===== src/design/cpu_consts.svh =====
`ifndef CPU_CONSTS_SVH
`define CPU_CONSTS_SVH

// datapath widths
`define CPU_DATA_W   32
`define CPU_REG_AW   5
`define CPU_IMM_W    16
`define CPU_SHAMT_W  5
`define CPU_OP_W     6
`define CPU_FUNCT_W  6

// opcodes
`define CPU_OP_RTYPE 6'h00
`define CPU_OP_ADDI  6'h08
`define CPU_OP_ANDI  6'h0c
`define CPU_OP_ORI   6'h0d
`define CPU_OP_XORI  6'h0e

// r-type functs
`define CPU_FN_SLL   6'h00
`define CPU_FN_ADD   6'h20
`define CPU_FN_SUB   6'h22
`define CPU_FN_AND   6'h24
`define CPU_FN_OR    6'h25
`define CPU_FN_XOR   6'h26
`define CPU_FN_SLT   6'h2a

`endif


===== src/design/cpu_pkg.sv =====
package cpu_pkg;

  `include "cpu_consts.svh"

  ////////////////////
  // instruction views

  typedef struct packed {
    logic [`CPU_OP_W-1:0]    opcode;
    logic [`CPU_REG_AW-1:0]  rs;
    logic [`CPU_REG_AW-1:0]  rt;
    logic [`CPU_REG_AW-1:0]  rd;
    logic [`CPU_SHAMT_W-1:0] shamt;
    logic [`CPU_FUNCT_W-1:0] funct;
  } r_fields_t;

  typedef struct packed {
    logic [`CPU_OP_W-1:0]   opcode;
    logic [`CPU_REG_AW-1:0] rs;
    logic [`CPU_REG_AW-1:0] rt;
    logic [`CPU_IMM_W-1:0]  imm;
  } i_fields_t;

  // one word decoded both ways
  typedef union packed {
    r_fields_t r;
    i_fields_t i;
  } instr_t;

  ////////////////////
  // pipeline payloads

  typedef enum logic [2:0] {
    alu_add,
    alu_sub,
    alu_and,
    alu_or,
    alu_xor,
    alu_slt,
    alu_sll
  } alu_op_t;

  typedef struct packed {
    alu_op_t                 alu_op;
    logic                    use_imm;
    logic [`CPU_REG_AW-1:0]  rs;
    logic [`CPU_REG_AW-1:0]  rt;
    logic [`CPU_REG_AW-1:0]  dest;
    logic [`CPU_IMM_W-1:0]   imm;
    logic [`CPU_SHAMT_W-1:0] shamt;
    logic [`CPU_DATA_W-1:0]  rs_data;
    logic [`CPU_DATA_W-1:0]  rt_data;
  } ex_ctrl_t;

  typedef struct packed {
    logic [`CPU_REG_AW-1:0] dest;
    logic [`CPU_DATA_W-1:0] result;
  } retire_t;

endpackage


===== src/design/alu.sv =====
`timescale 1ns/1ps

`include "cpu_consts.svh"

module alu import cpu_pkg::*; (
  input  alu_op_t                 op,
  input  logic [`CPU_DATA_W-1:0]  a,
  input  logic [`CPU_DATA_W-1:0]  b,
  input  logic [`CPU_SHAMT_W-1:0] shamt,
  output logic [`CPU_DATA_W-1:0]  result
);

  logic lt;

  // signed compare for slt
  assign lt = $signed(a) < $signed(b);

  always_comb begin
    case (op)
      alu_add: result = a + b;
      alu_sub: result = a - b;
      alu_and: result = a & b;
      alu_or:  result = a | b;
      alu_xor: result = a ^ b;
      alu_slt: result = {{(`CPU_DATA_W-1){1'b0}}, lt};
      // shifts the rt operand
      alu_sll: result = b << shamt;
      default: result = a + b;
    endcase
  end

endmodule


===== src/design/register_file.sv =====
`timescale 1ns/1ps

`include "cpu_consts.svh"

module register_file (
  input  logic                   clk,
  input  logic                   rst_n,
  input  logic [`CPU_REG_AW-1:0] rs_addr,
  input  logic [`CPU_REG_AW-1:0] rt_addr,
  output logic [`CPU_DATA_W-1:0] rs_data,
  output logic [`CPU_DATA_W-1:0] rt_data,
  input  logic                   wr_en,
  input  logic [`CPU_REG_AW-1:0] wr_addr,
  input  logic [`CPU_DATA_W-1:0] wr_data
);

  logic [`CPU_DATA_W-1:0] regs [32];
  logic                   wr_live;

  // r0 stays zero
  assign wr_live = wr_en && (wr_addr != '0);

  // same-cycle write shows through to the reader
  assign rs_data = (wr_live && wr_addr == rs_addr) ? wr_data : regs[rs_addr];
  assign rt_data = (wr_live && wr_addr == rt_addr) ? wr_data : regs[rt_addr];

  always_ff @(posedge clk or negedge rst_n) begin
    if (!rst_n) begin
      for (int i = 0; i < 32; i++) begin
        regs[i] <= '0;
      end
    end else if (wr_live) begin
      regs[wr_addr] <= wr_data;
    end
  end

endmodule


===== src/design/decode_stage.sv =====
`timescale 1ns/1ps

`include "cpu_consts.svh"

module decode_stage import cpu_pkg::*; (
  input  logic                   clk,
  input  logic                   rst_n,
  input  logic                   instr_valid,
  output logic                   instr_ready,
  input  instr_t                 instr,
  output logic [`CPU_REG_AW-1:0] rs_addr,
  output logic [`CPU_REG_AW-1:0] rt_addr,
  input  logic [`CPU_DATA_W-1:0] rs_data,
  input  logic [`CPU_DATA_W-1:0] rt_data,
  output logic                   ex_valid,
  input  logic                   ex_ready,
  output ex_ctrl_t               ex_ctrl
);

  logic     if_valid;
  instr_t   if_instr;
  logic     ex_take;
  ex_ctrl_t dec;

  // output slot is free or draining this cycle
  assign ex_take     = !ex_valid || ex_ready;
  assign instr_ready = !if_valid || ex_take;

  assign rs_addr = if_instr.i.rs;
  assign rt_addr = if_instr.i.rt;

  ////////////////////
  // decoder

  always_comb begin
    dec         = '0;
    dec.alu_op  = alu_add;
    dec.rs      = if_instr.i.rs;
    dec.rt      = if_instr.i.rt;
    dec.imm     = if_instr.i.imm;
    dec.shamt   = if_instr.r.shamt;
    dec.rs_data = rs_data;
    dec.rt_data = rt_data;
    case (if_instr.r.opcode)
      `CPU_OP_RTYPE: begin
        dec.dest = if_instr.r.rd;
        case (if_instr.r.funct)
          `CPU_FN_SLL: dec.alu_op = alu_sll;
          `CPU_FN_ADD: dec.alu_op = alu_add;
          `CPU_FN_SUB: dec.alu_op = alu_sub;
          `CPU_FN_AND: dec.alu_op = alu_and;
          `CPU_FN_OR:  dec.alu_op = alu_or;
          `CPU_FN_XOR: dec.alu_op = alu_xor;
          `CPU_FN_SLT: dec.alu_op = alu_slt;
          default:     dec.dest   = '0;
        endcase
      end
      `CPU_OP_ADDI: begin
        dec.use_imm = 1'b1;
        dec.dest    = if_instr.i.rt;
        dec.alu_op  = alu_add;
      end
      `CPU_OP_ANDI: begin
        dec.use_imm = 1'b1;
        dec.dest    = if_instr.i.rt;
        dec.alu_op  = alu_and;
      end
      `CPU_OP_ORI: begin
        dec.use_imm = 1'b1;
        dec.dest    = if_instr.i.rt;
        dec.alu_op  = alu_or;
      end
      `CPU_OP_XORI: begin
        dec.use_imm = 1'b1;
        dec.dest    = if_instr.i.rt;
        dec.alu_op  = alu_xor;
      end
      // unknown opcode becomes a write to r0
      default:      dec.dest = '0;
    endcase
  end

  ////////////////////
  // pipeline registers

  always_ff @(posedge clk or negedge rst_n) begin
    if (!rst_n) begin
      if_valid <= 1'b0;
      if_instr <= '0;
      ex_valid <= 1'b0;
      ex_ctrl  <= '0;
    end else begin
      if (instr_ready) begin
        if_valid <= instr_valid;
        if (instr_valid) if_instr <= instr;
      end
      if (ex_take) begin
        ex_valid <= if_valid;
        // operands sampled as the slot moves on
        if (if_valid) ex_ctrl <= dec;
      end
    end
  end

endmodule


===== src/design/execute_stage.sv =====
`timescale 1ns/1ps

`include "cpu_consts.svh"

module execute_stage import cpu_pkg::*; (
  input  logic                   clk,
  input  logic                   rst_n,
  input  logic                   ex_valid,
  output logic                   ex_ready,
  input  ex_ctrl_t               ex_ctrl,
  output logic                   retire_valid,
  input  logic                   retire_ready,
  output retire_t                retire,
  output logic                   wr_en,
  output logic [`CPU_REG_AW-1:0] wr_addr,
  output logic [`CPU_DATA_W-1:0] wr_data
);

  logic                   fwd_rs;
  logic                   fwd_rt;
  logic [`CPU_DATA_W-1:0] op_a;
  logic [`CPU_DATA_W-1:0] op_rt;
  logic [`CPU_DATA_W-1:0] op_b;
  logic [`CPU_DATA_W-1:0] alu_result;

  ////////////////////
  // forwarding

  // the writeback register holds the instruction just ahead
  assign fwd_rs = retire_valid && (retire.dest != '0) && (retire.dest == ex_ctrl.rs);
  assign fwd_rt = retire_valid && (retire.dest != '0) && (retire.dest == ex_ctrl.rt);

  assign op_a  = fwd_rs ? retire.result : ex_ctrl.rs_data;
  assign op_rt = fwd_rt ? retire.result : ex_ctrl.rt_data;

  // immediates are zero-extended
  assign op_b = ex_ctrl.use_imm ? {{(`CPU_DATA_W-`CPU_IMM_W){1'b0}}, ex_ctrl.imm} : op_rt;

  alu alu0 (
    .op     (ex_ctrl.alu_op),
    .a      (op_a),
    .b      (op_b),
    .shamt  (ex_ctrl.shamt),
    .result (alu_result)
  );

  ////////////////////
  // writeback register

  assign ex_ready = !retire_valid || retire_ready;

  always_ff @(posedge clk or negedge rst_n) begin
    if (!rst_n) begin
      retire_valid <= 1'b0;
      retire       <= '0;
    end else if (ex_ready) begin
      retire_valid <= ex_valid;
      if (ex_valid) begin
        retire.dest   <= ex_ctrl.dest;
        retire.result <= alu_result;
      end
    end
  end

  // register file commits on the retire handshake
  assign wr_en   = retire_valid && retire_ready;
  assign wr_addr = retire.dest;
  assign wr_data = retire.result;

endmodule


===== src/design/cpu_core.sv =====
`timescale 1ns/1ps

`include "cpu_consts.svh"

module cpu_core import cpu_pkg::*; (
  input  logic     clk,
  input  logic     rst_n,
  input  logic     instr_valid,
  output logic     instr_ready,
  input  instr_t   instr,
  output logic     retire_valid,
  input  logic     retire_ready,
  output retire_t  retire
);

  // decode to register file
  logic [`CPU_REG_AW-1:0] rs_addr;
  logic [`CPU_REG_AW-1:0] rt_addr;
  logic [`CPU_DATA_W-1:0] rs_data;
  logic [`CPU_DATA_W-1:0] rt_data;

  // decode to execute
  logic     ex_valid;
  logic     ex_ready;
  ex_ctrl_t ex_ctrl;

  // writeback port
  logic                   wr_en;
  logic [`CPU_REG_AW-1:0] wr_addr;
  logic [`CPU_DATA_W-1:0] wr_data;

  decode_stage decode0 (
    .clk         (clk),
    .rst_n       (rst_n),
    .instr_valid (instr_valid),
    .instr_ready (instr_ready),
    .instr       (instr),
    .rs_addr     (rs_addr),
    .rt_addr     (rt_addr),
    .rs_data     (rs_data),
    .rt_data     (rt_data),
    .ex_valid    (ex_valid),
    .ex_ready    (ex_ready),
    .ex_ctrl     (ex_ctrl)
  );

  register_file regfile0 (
    .clk     (clk),
    .rst_n   (rst_n),
    .rs_addr (rs_addr),
    .rt_addr (rt_addr),
    .rs_data (rs_data),
    .rt_data (rt_data),
    .wr_en   (wr_en),
    .wr_addr (wr_addr),
    .wr_data (wr_data)
  );

  execute_stage execute0 (
    .clk          (clk),
    .rst_n        (rst_n),
    .ex_valid     (ex_valid),
    .ex_ready     (ex_ready),
    .ex_ctrl      (ex_ctrl),
    .retire_valid (retire_valid),
    .retire_ready (retire_ready),
    .retire       (retire),
    .wr_en        (wr_en),
    .wr_addr      (wr_addr),
    .wr_data      (wr_data)
  );

endmodule


===== config.mk =====
export PLATFORM = sky130hd
export DESIGN_NAME = cpu_core
export DESIGN_NICKNAME = d
export VERILOG_FILES = /design/src/design/cpu_pkg.sv /design/src/design/alu.sv /design/src/design/register_file.sv /design/src/design/decode_stage.sv /design/src/design/execute_stage.sv /design/src/design/cpu_core.sv
export VERILOG_INCLUDE_DIRS = /design/src /design/src/design
export SDC_FILE = /design/constraint.sdc
export NUM_CORES = 2
export LEC_CHECK = 0
export BUFFER_PORTS_ARGS = -buffer_cell sky130_fd_sc_hd__buf_2
export CAP_MARGIN = 0
export CORE_MARGIN = 10
export CORE_UTILIZATION = 55
export CTS_BUF_LIST = sky130_fd_sc_hd__clkbuf_4 sky130_fd_sc_hd__clkbuf_8
export DETAILED_ROUTE_END_ITERATION = 8
export MAX_ROUTING_LAYER = met4
export PLACE_DENSITY_LB_ADDON = 0.25
export SETUP_SLACK_MARGIN = 0.3
export SYNTH_ARGS = -nofsm -noshare
export SYNTH_HDL_FRONTEND = slang
export SYNTH_SLANG_ARGS = --single-unit

===== constraint.sdc =====
create_clock -name clk -period 13.95 [get_ports clk]
set_input_delay 2.0925 -clock clk [delete_from_list [all_inputs] [get_ports clk]]
set_output_delay 2.0925 -clock clk [all_outputs]
set_load 0.02 [all_outputs]

Word level (Yosys, flattened, before mapping)
Cells that the tools add are included.
Storage, ports and cells
  flip-flop bits (word level): 1200
  word-level logic and storage cells: 123
  input bits: 36
  output and inout port bits: 39
Cells by class
  equality and inequality tests: 20
  order comparisons: 5
  bitwise gates (word level): 6
  shift-type cells: 1
  reductions and logical operators: 22
  mux-type cells: 20
  add/sub/neg operators: 2
Operators with widths (number)
  $bwmux 1024: 1
  $bmux 32 s5: 2
  $mux 32: 10
  $pmux 32 s6: 1
  $demux 32 s5: 1
  $eq 6x6->1 const B: 6
  $add 32x32->32: 1
  $and 32x32->32: 1
  $lt 32x32->1: 1
  $or 32x32->32: 1
  $shl 32x5->32: 1
  $sub 32x32->32: 1
  $xor 32x32->32: 1
  $eq 6x4->1 const B: 4
  $eq 5x5->1: 4
  $ge 6x6->1 const B: 3
  $not 5->6: 3
  $pmux 3 s6: 1
  $logic_not 6->1: 2
  $pmux 3 s4: 1
  $pmux 5 s2: 1
  $eq 3x3->1 const B: 3
  $logic_and 1x1->1: 8
  $reduce_or 7->1: 1
  other kinds (10): 17

Longest topological paths before layout
  depth after elaboration: 7
  mapped depth: 19
  depth with buffers taken out: 17

Modules after synthesis
From an unflattened synthesis, not the netlist that was laid out.
Unflattened totals
  cells, all modules: 5110
  area, all modules: 69037.5 um^2
By module, submodules not included
  register_file: sequential area each 25624.6 um^2, area each 53676.5 um^2, cells an instance 3420, instances 1
  alu: sequential area each 0.0 um^2, area each 7076.8 um^2, cells an instance 1045, instances 1
  decode_stage: sequential area each 3328.2 um^2, area each 5281.3 um^2, cells an instance 343, instances 1
  execute_stage: sequential area each 950.9 um^2, area each 3002.9 um^2, cells an instance 302, instances 1

Least setup slack after synthesis
Ideal clock, no wire load.
  path kind: flip-flop to flip-flop
  start: register execute0.wr_addr[0] (netlist name)
  end: register execute0.wr_data[23] (netlist name)
  required time: 13824 ps
  arrival time: 4927 ps
  clock period less this slack: 5053 ps
  setup slack: 8897 ps
  library setup time: 126 ps
  buffers on the path: 3
  stages on the path, launching flop included: 19
  cell sequence: dfrtp_1 -> clkbuf_1 -> xor2_1 -> nor3_1 -> o311ai_0 -> nor3_1 -> clkbuf_1 -> mux2_2 -> ha_1 -> clkbuf_1 -> inv_1 -> nor4_1 -> nand4b_1 -> a31oi_1 -> a21oi_1 -> o31ai_1 -> xnor2_1 -> nor2_1 -> o32a_1
Between the ends
  cells in the longest elaborated chain, start to end: 7
  elaborated cells on any way between the ends: 16
  classes of those cells: add/sub: 2; eq/ne: 2; shift: 1; mux: 4; bitwise: 3; reduce/logical: 4
RTL lines
  $reduce_bool 5->1: line execute_stage.sv:30, execute_stage.sv:31
  $logic_and 1x1->1: line execute_stage.sv:30, execute_stage.sv:31
  $logic_and 1x1->1: line execute_stage.sv:31  | assign fwd_rt = retire_valid && (retire.dest != '0) && (retire.dest == ex_ctrl.rt);
  $mux 32: line execute_stage.sv:34  | assign op_rt = fwd_rt ? retire.result : ex_ctrl.rt_data;
  $mux 32: line execute_stage.sv:37  | assign op_b = ex_ctrl.use_imm ? {{(`CPU_DATA_W-`CPU_IMM_W){1'b0}}, ex_ctrl.imm} : op_rt;
  $add 32x32->32 (tied with other cells): line alu.sv:20, alu.sv:28
  $pmux 32 s6 *: line alu.sv:19  | case (op)
Every way passes the cells marked *; elsewhere a longest branch is shown, timed or not.
A chain may end at the register's enable or synchronous reset.

Final worst setup path
  start: register execute0.wr_addr[0] (netlist name)
  end: register execute0.wr_data[31] (netlist name)
Between the ends
  cells in the longest elaborated chain, start to end: 7
  elaborated cells on any way between the ends: 16
  classes of those cells: add/sub: 2; eq/ne: 2; shift: 1; mux: 4; bitwise: 3; reduce/logical: 4
RTL lines (line)
  $reduce_bool 5->1: execute_stage.sv:30, execute_stage.sv:31
  $logic_and 1x1->1: execute_stage.sv:30, execute_stage.sv:31
  $logic_and 1x1->1: execute_stage.sv:31
  $mux 32: execute_stage.sv:34
  $mux 32: execute_stage.sv:37
  $add 32x32->32 (tied with other cells): alu.sv:20, alu.sv:28
  $pmux 32 s6 *: alu.sv:19
Marked as above.

==> impl_metrics.csv <==
group,metric,value,unit
min_path,hold_class,"reg -> reg",
timing,max_slew_margin,0.146,
worst_setup_path,worst_r2r_startpoint,"execute0.wr_addr[0]",
clock_tree,clock_latency,970,ps
yosys,synth_top_cell_by_area,"dfrtp_1",
yosys,synth_top_family_by_area,"multiplexers",
worst_setup_path,path_class,"reg -> reg",
yosys,synth-simple-area-share,0.0417,
routing,wl_per_cell,32.6,um
routing,routed_wl,222,mm
worst_setup_path,critical_path_required,14800,ps
yosys,synthMuxAreaShare,0.402,
clock_tree,htree_levels,4,
power_and_ir_drop,p_clk_frac,0.365,
timing,finalSetupTns,0,ps
yosys,synth.net_count,5307,
clock_tree,cts_buffers,200,
floorplanning,ios,75,
worst_setup_path,r2r_cells,15,
clock_tree,post_cts_resized,0,
power_and_ir_drop,seq_power_share,0.398,
placed_design,gp_congestion,0.989,
yosys,synth_top_area_frac,0.431,
yosys,synth_flop_cell,"dfrtp_1",
yosys,synthXorXnorAreaFrac,0.00619,
timing,fmax,0.137,GHz
yosys,synth_area,69300,um2
power_and_ir_drop,p_sw_frac,0.332,
placed_design,dp.cells,6459,
power_and_ir_drop,p_sw,3230,uW
floorplanning,fp.coreArea,125000,um2
timing,skew,57.6,ps
clock_tree,cts.clk_slew.worst_paths,60,ps
worst_setup_path,cp-start-kind,"flip-flop",
min_path,whs_endpoint,"regfile0.regs[992]",
worst_setup_path,r2r-end,"execute0.wr_data[31]",
timing,fin_crit,7300,ps
grt,antenna_found_initial,5,
floorplanning,die_h,375,um
routing,ant_nets,0,
finish,finalNonFillerCells,6828,
timing,finalHoldViolations,0,
timing,slew_violations,0,
yosys,netlist_top_cells_count,"dfrtp_1 (1195), mux2_2 (1074), mux4_2 (652), clkbuf_1 (429), nor2_1 (223)",
grt,grt_pass1_vias,48349,
job,maxCapViolations,0,
clock_tree,clockRootBuffer,"clkbuf_8",
power_and_ir_drop,share_comb_of_total_power,0.236,
yosys,synth-warning-count,0,
yosys,ys_seq_area_frac,0.431,
run_status,status,"finished, final reports clean",
finish,fin_nets,5145,
worst_setup_path,worstSetupEndpointType,"flip-flop",
min_path,min-delay-start,"regfile0.regs[992]",
placed_design,io_buffers,74,
floorplanning,fp.dieW,375,um
placed_design,post-dp-hpwl,134,mm
grt,grt.overflow.total,0,
yosys,synth_cells,5173,
yosys,async_reset_ff_frac,1.00,
clock_tree,holdBufCountCts,0,
min_path,hold_depth,0,
yosys,synth-compound-area-share,0.0630,
grt,grt_pass1_wl,330,mm
floorplanning,start_util,0.553,
timing,rsz0062_at_grt,"false",
power_and_ir_drop,cell_internal_pwr,6490,uW
routing,first_pass_iters,5,
yosys,synth_fa_ha_area_frac,0.0180,
yosys,synth.avg_cell_area,13.4,um2
grt,track_usage,0.325,
routing,num_vias,47497,
yosys,yosysUniqueCellTypes,86,
power_and_ir_drop,peakVddDrop,0.107,mV
routing,via_per_inst,6.96,
yosys,synth_edf_count,0,
clock_tree,cts_sinks,1195,
clock_tree,cts_setup_buffers,0,
grt,grt_max_degree,184,
floorplanning,dieArea,141000,um2
yosys,synth_seq_cells,1195,
worst_setup_path,crit_arrival,8150,ps
floorplanning,rows,130,
timing,setup_viol,0,
routing,drc_errors,0,
worst_setup_path,path_max_fanout,22,
power_and_ir_drop,power_leakage,0.0343,uW
timing,tightest_slew,1260,ps
clock_tree,clock_path_buffers,3,
clock_tree,cts_tree,"yes",
yosys,synthTopCellsByArea,"dfrtp_1 (43%), mux4_2 (21%), mux2_2 (17%)",
power_and_ir_drop,powerDensity,129,nW/um2
finish,area_delta_synth_final,8.97,%
routing,dr.first_iter.drc_count,5288,
timing,period_share,0.523,
worst_setup_path,reg2reg_slack,6650,ps
finish,drive_above_1_share,0.459,
yosys,synthMostInstantiatedCell,"dfrtp_1",
-- metrics by stage --
step	total power, uW	setup WS [ps]	util	hold WS, ps	area [um2]
after CTS	9730	6910	0.602	397	75500
after global routing	10100	6330	0.602	399	75500
after detailed placement	6190	6890	0.566	384	70900
after global placement	6180	7060	0.566	376	70900
after floorplan	5380	8900	-	438	69300
final	9720	6650	0.602	396	75500
-- metal layers --
layer	wire, um	track usage	vias up
met5	0	-	-
met4	11200	0.149	0
met3	19300	0.0672	602
met2	103000	0.486	2317
met1	89100	0.426	25236
li1	-	-	19342
-- cell families after synthesis --
| family | count (synthesis) |
|---|---|
| mux | 1834 |
| fa+ha+maj | 99 |
| compound gates | 671 |
| buf+inv | 684 |
| simple gates | 641 |
| flops | 1195 |
| xor+xnor | 49 |
-- layout by cell type (no fill, tap or decap), types with 11 or more instances in the layout --
master,count
o31ai_1,14
nor2_4,16
a21o_1,20
o211ai_1,27
clkinv_2,22
a211oi_1,15
dfrtp_1,1182
and2_1,15
nor4_1,14
a21oi_1,197
xor2_1,11
clkbuf_4,52
o22ai_1,14
mux2_2,1074
buf_2,73
nor3_1,34
inv_1,122
nor2_1,207
mux4_2,652
ha_1,96
a221oi_1,23
mux2i_1,103
clkbuf_8,269
or2_2,16
xnor2_1,38
nand2b_1,16
nand4_1,11
a31oi_1,25
nand2_1,194
buf_4,115
nand3_1,46
o21ai_0,169
-- power groups by stage --
stage	logic, uW	registers, uW	clock network [uW]
floorplan	1560	3810	0
global placement	2260	3920	0
detailed placement	2260	3930	0
CTS	2270	3870	3600
global route	2430	3890	3750
finish	2300	3870	3550
-- flip-flops by register name (all words and copies together) (netlist names) --
| signal | count |
|---|---|
| decode0.ex_ctrl | 99 |
| decode0.ex_valid | 1 |
| decode0.if_instr | 32 |
| decode0.if_valid | 1 |
| execute0.retire_valid | 1 |
| execute0.wr_addr | 5 |
| execute0.wr_data | 32 |
| regfile0.regs | 1024 |
-- cell type report --
class / instances / area, um2
Multi-Input combinational cell: 3294 / 37100
Fill cell: 9719 / 49900
Clock inverter: 43 / 512
Clock buffer: 321 / 4090
Tap cell: 1650 / 2060
Sequential cell: 1195 / 29900
Inverter: 124 / 465
Antenna cell: 5 / 12.5
Timing Repair Buffer: 196 / 1390
-- how the worst max path moves through the flow --
stage,startpoint,to,slack [ps],cells after the start
2_1_floorplan,execute0.wr_addr[0],execute0.wr_data[23],8900,18
3_3_place_gp,execute0.wr_addr[0],execute0.wr_data[31],7060,15
3_5_place_dp,execute0.wr_addr[0],execute0.wr_data[31],6890,15
4_1_cts,execute0.wr_addr[0],execute0.wr_data[31],6910,15
5_1_grt,execute0.wr_addr[0],execute0.wr_data[31],6330,15
6_report,execute0.wr_addr[0],execute0.wr_data[31],6650,15
-- critical path, stage by stage (launching register included) --
cell and delay (ps):
dfrtp_1 710, xnor2_1 200, nand4_1 770, nor2_2 770
mux2_2 420, nor2_1 280, inv_1 150, ha_1 230
o311ai_0 1060, a2111oi_0 290, a211oi_1 1100, o22ai_1 320
o22ai_1 390, mux2i_1 130, a211oi_1 240, a31oi_1 110
Power figures use the tool's default switching activity.
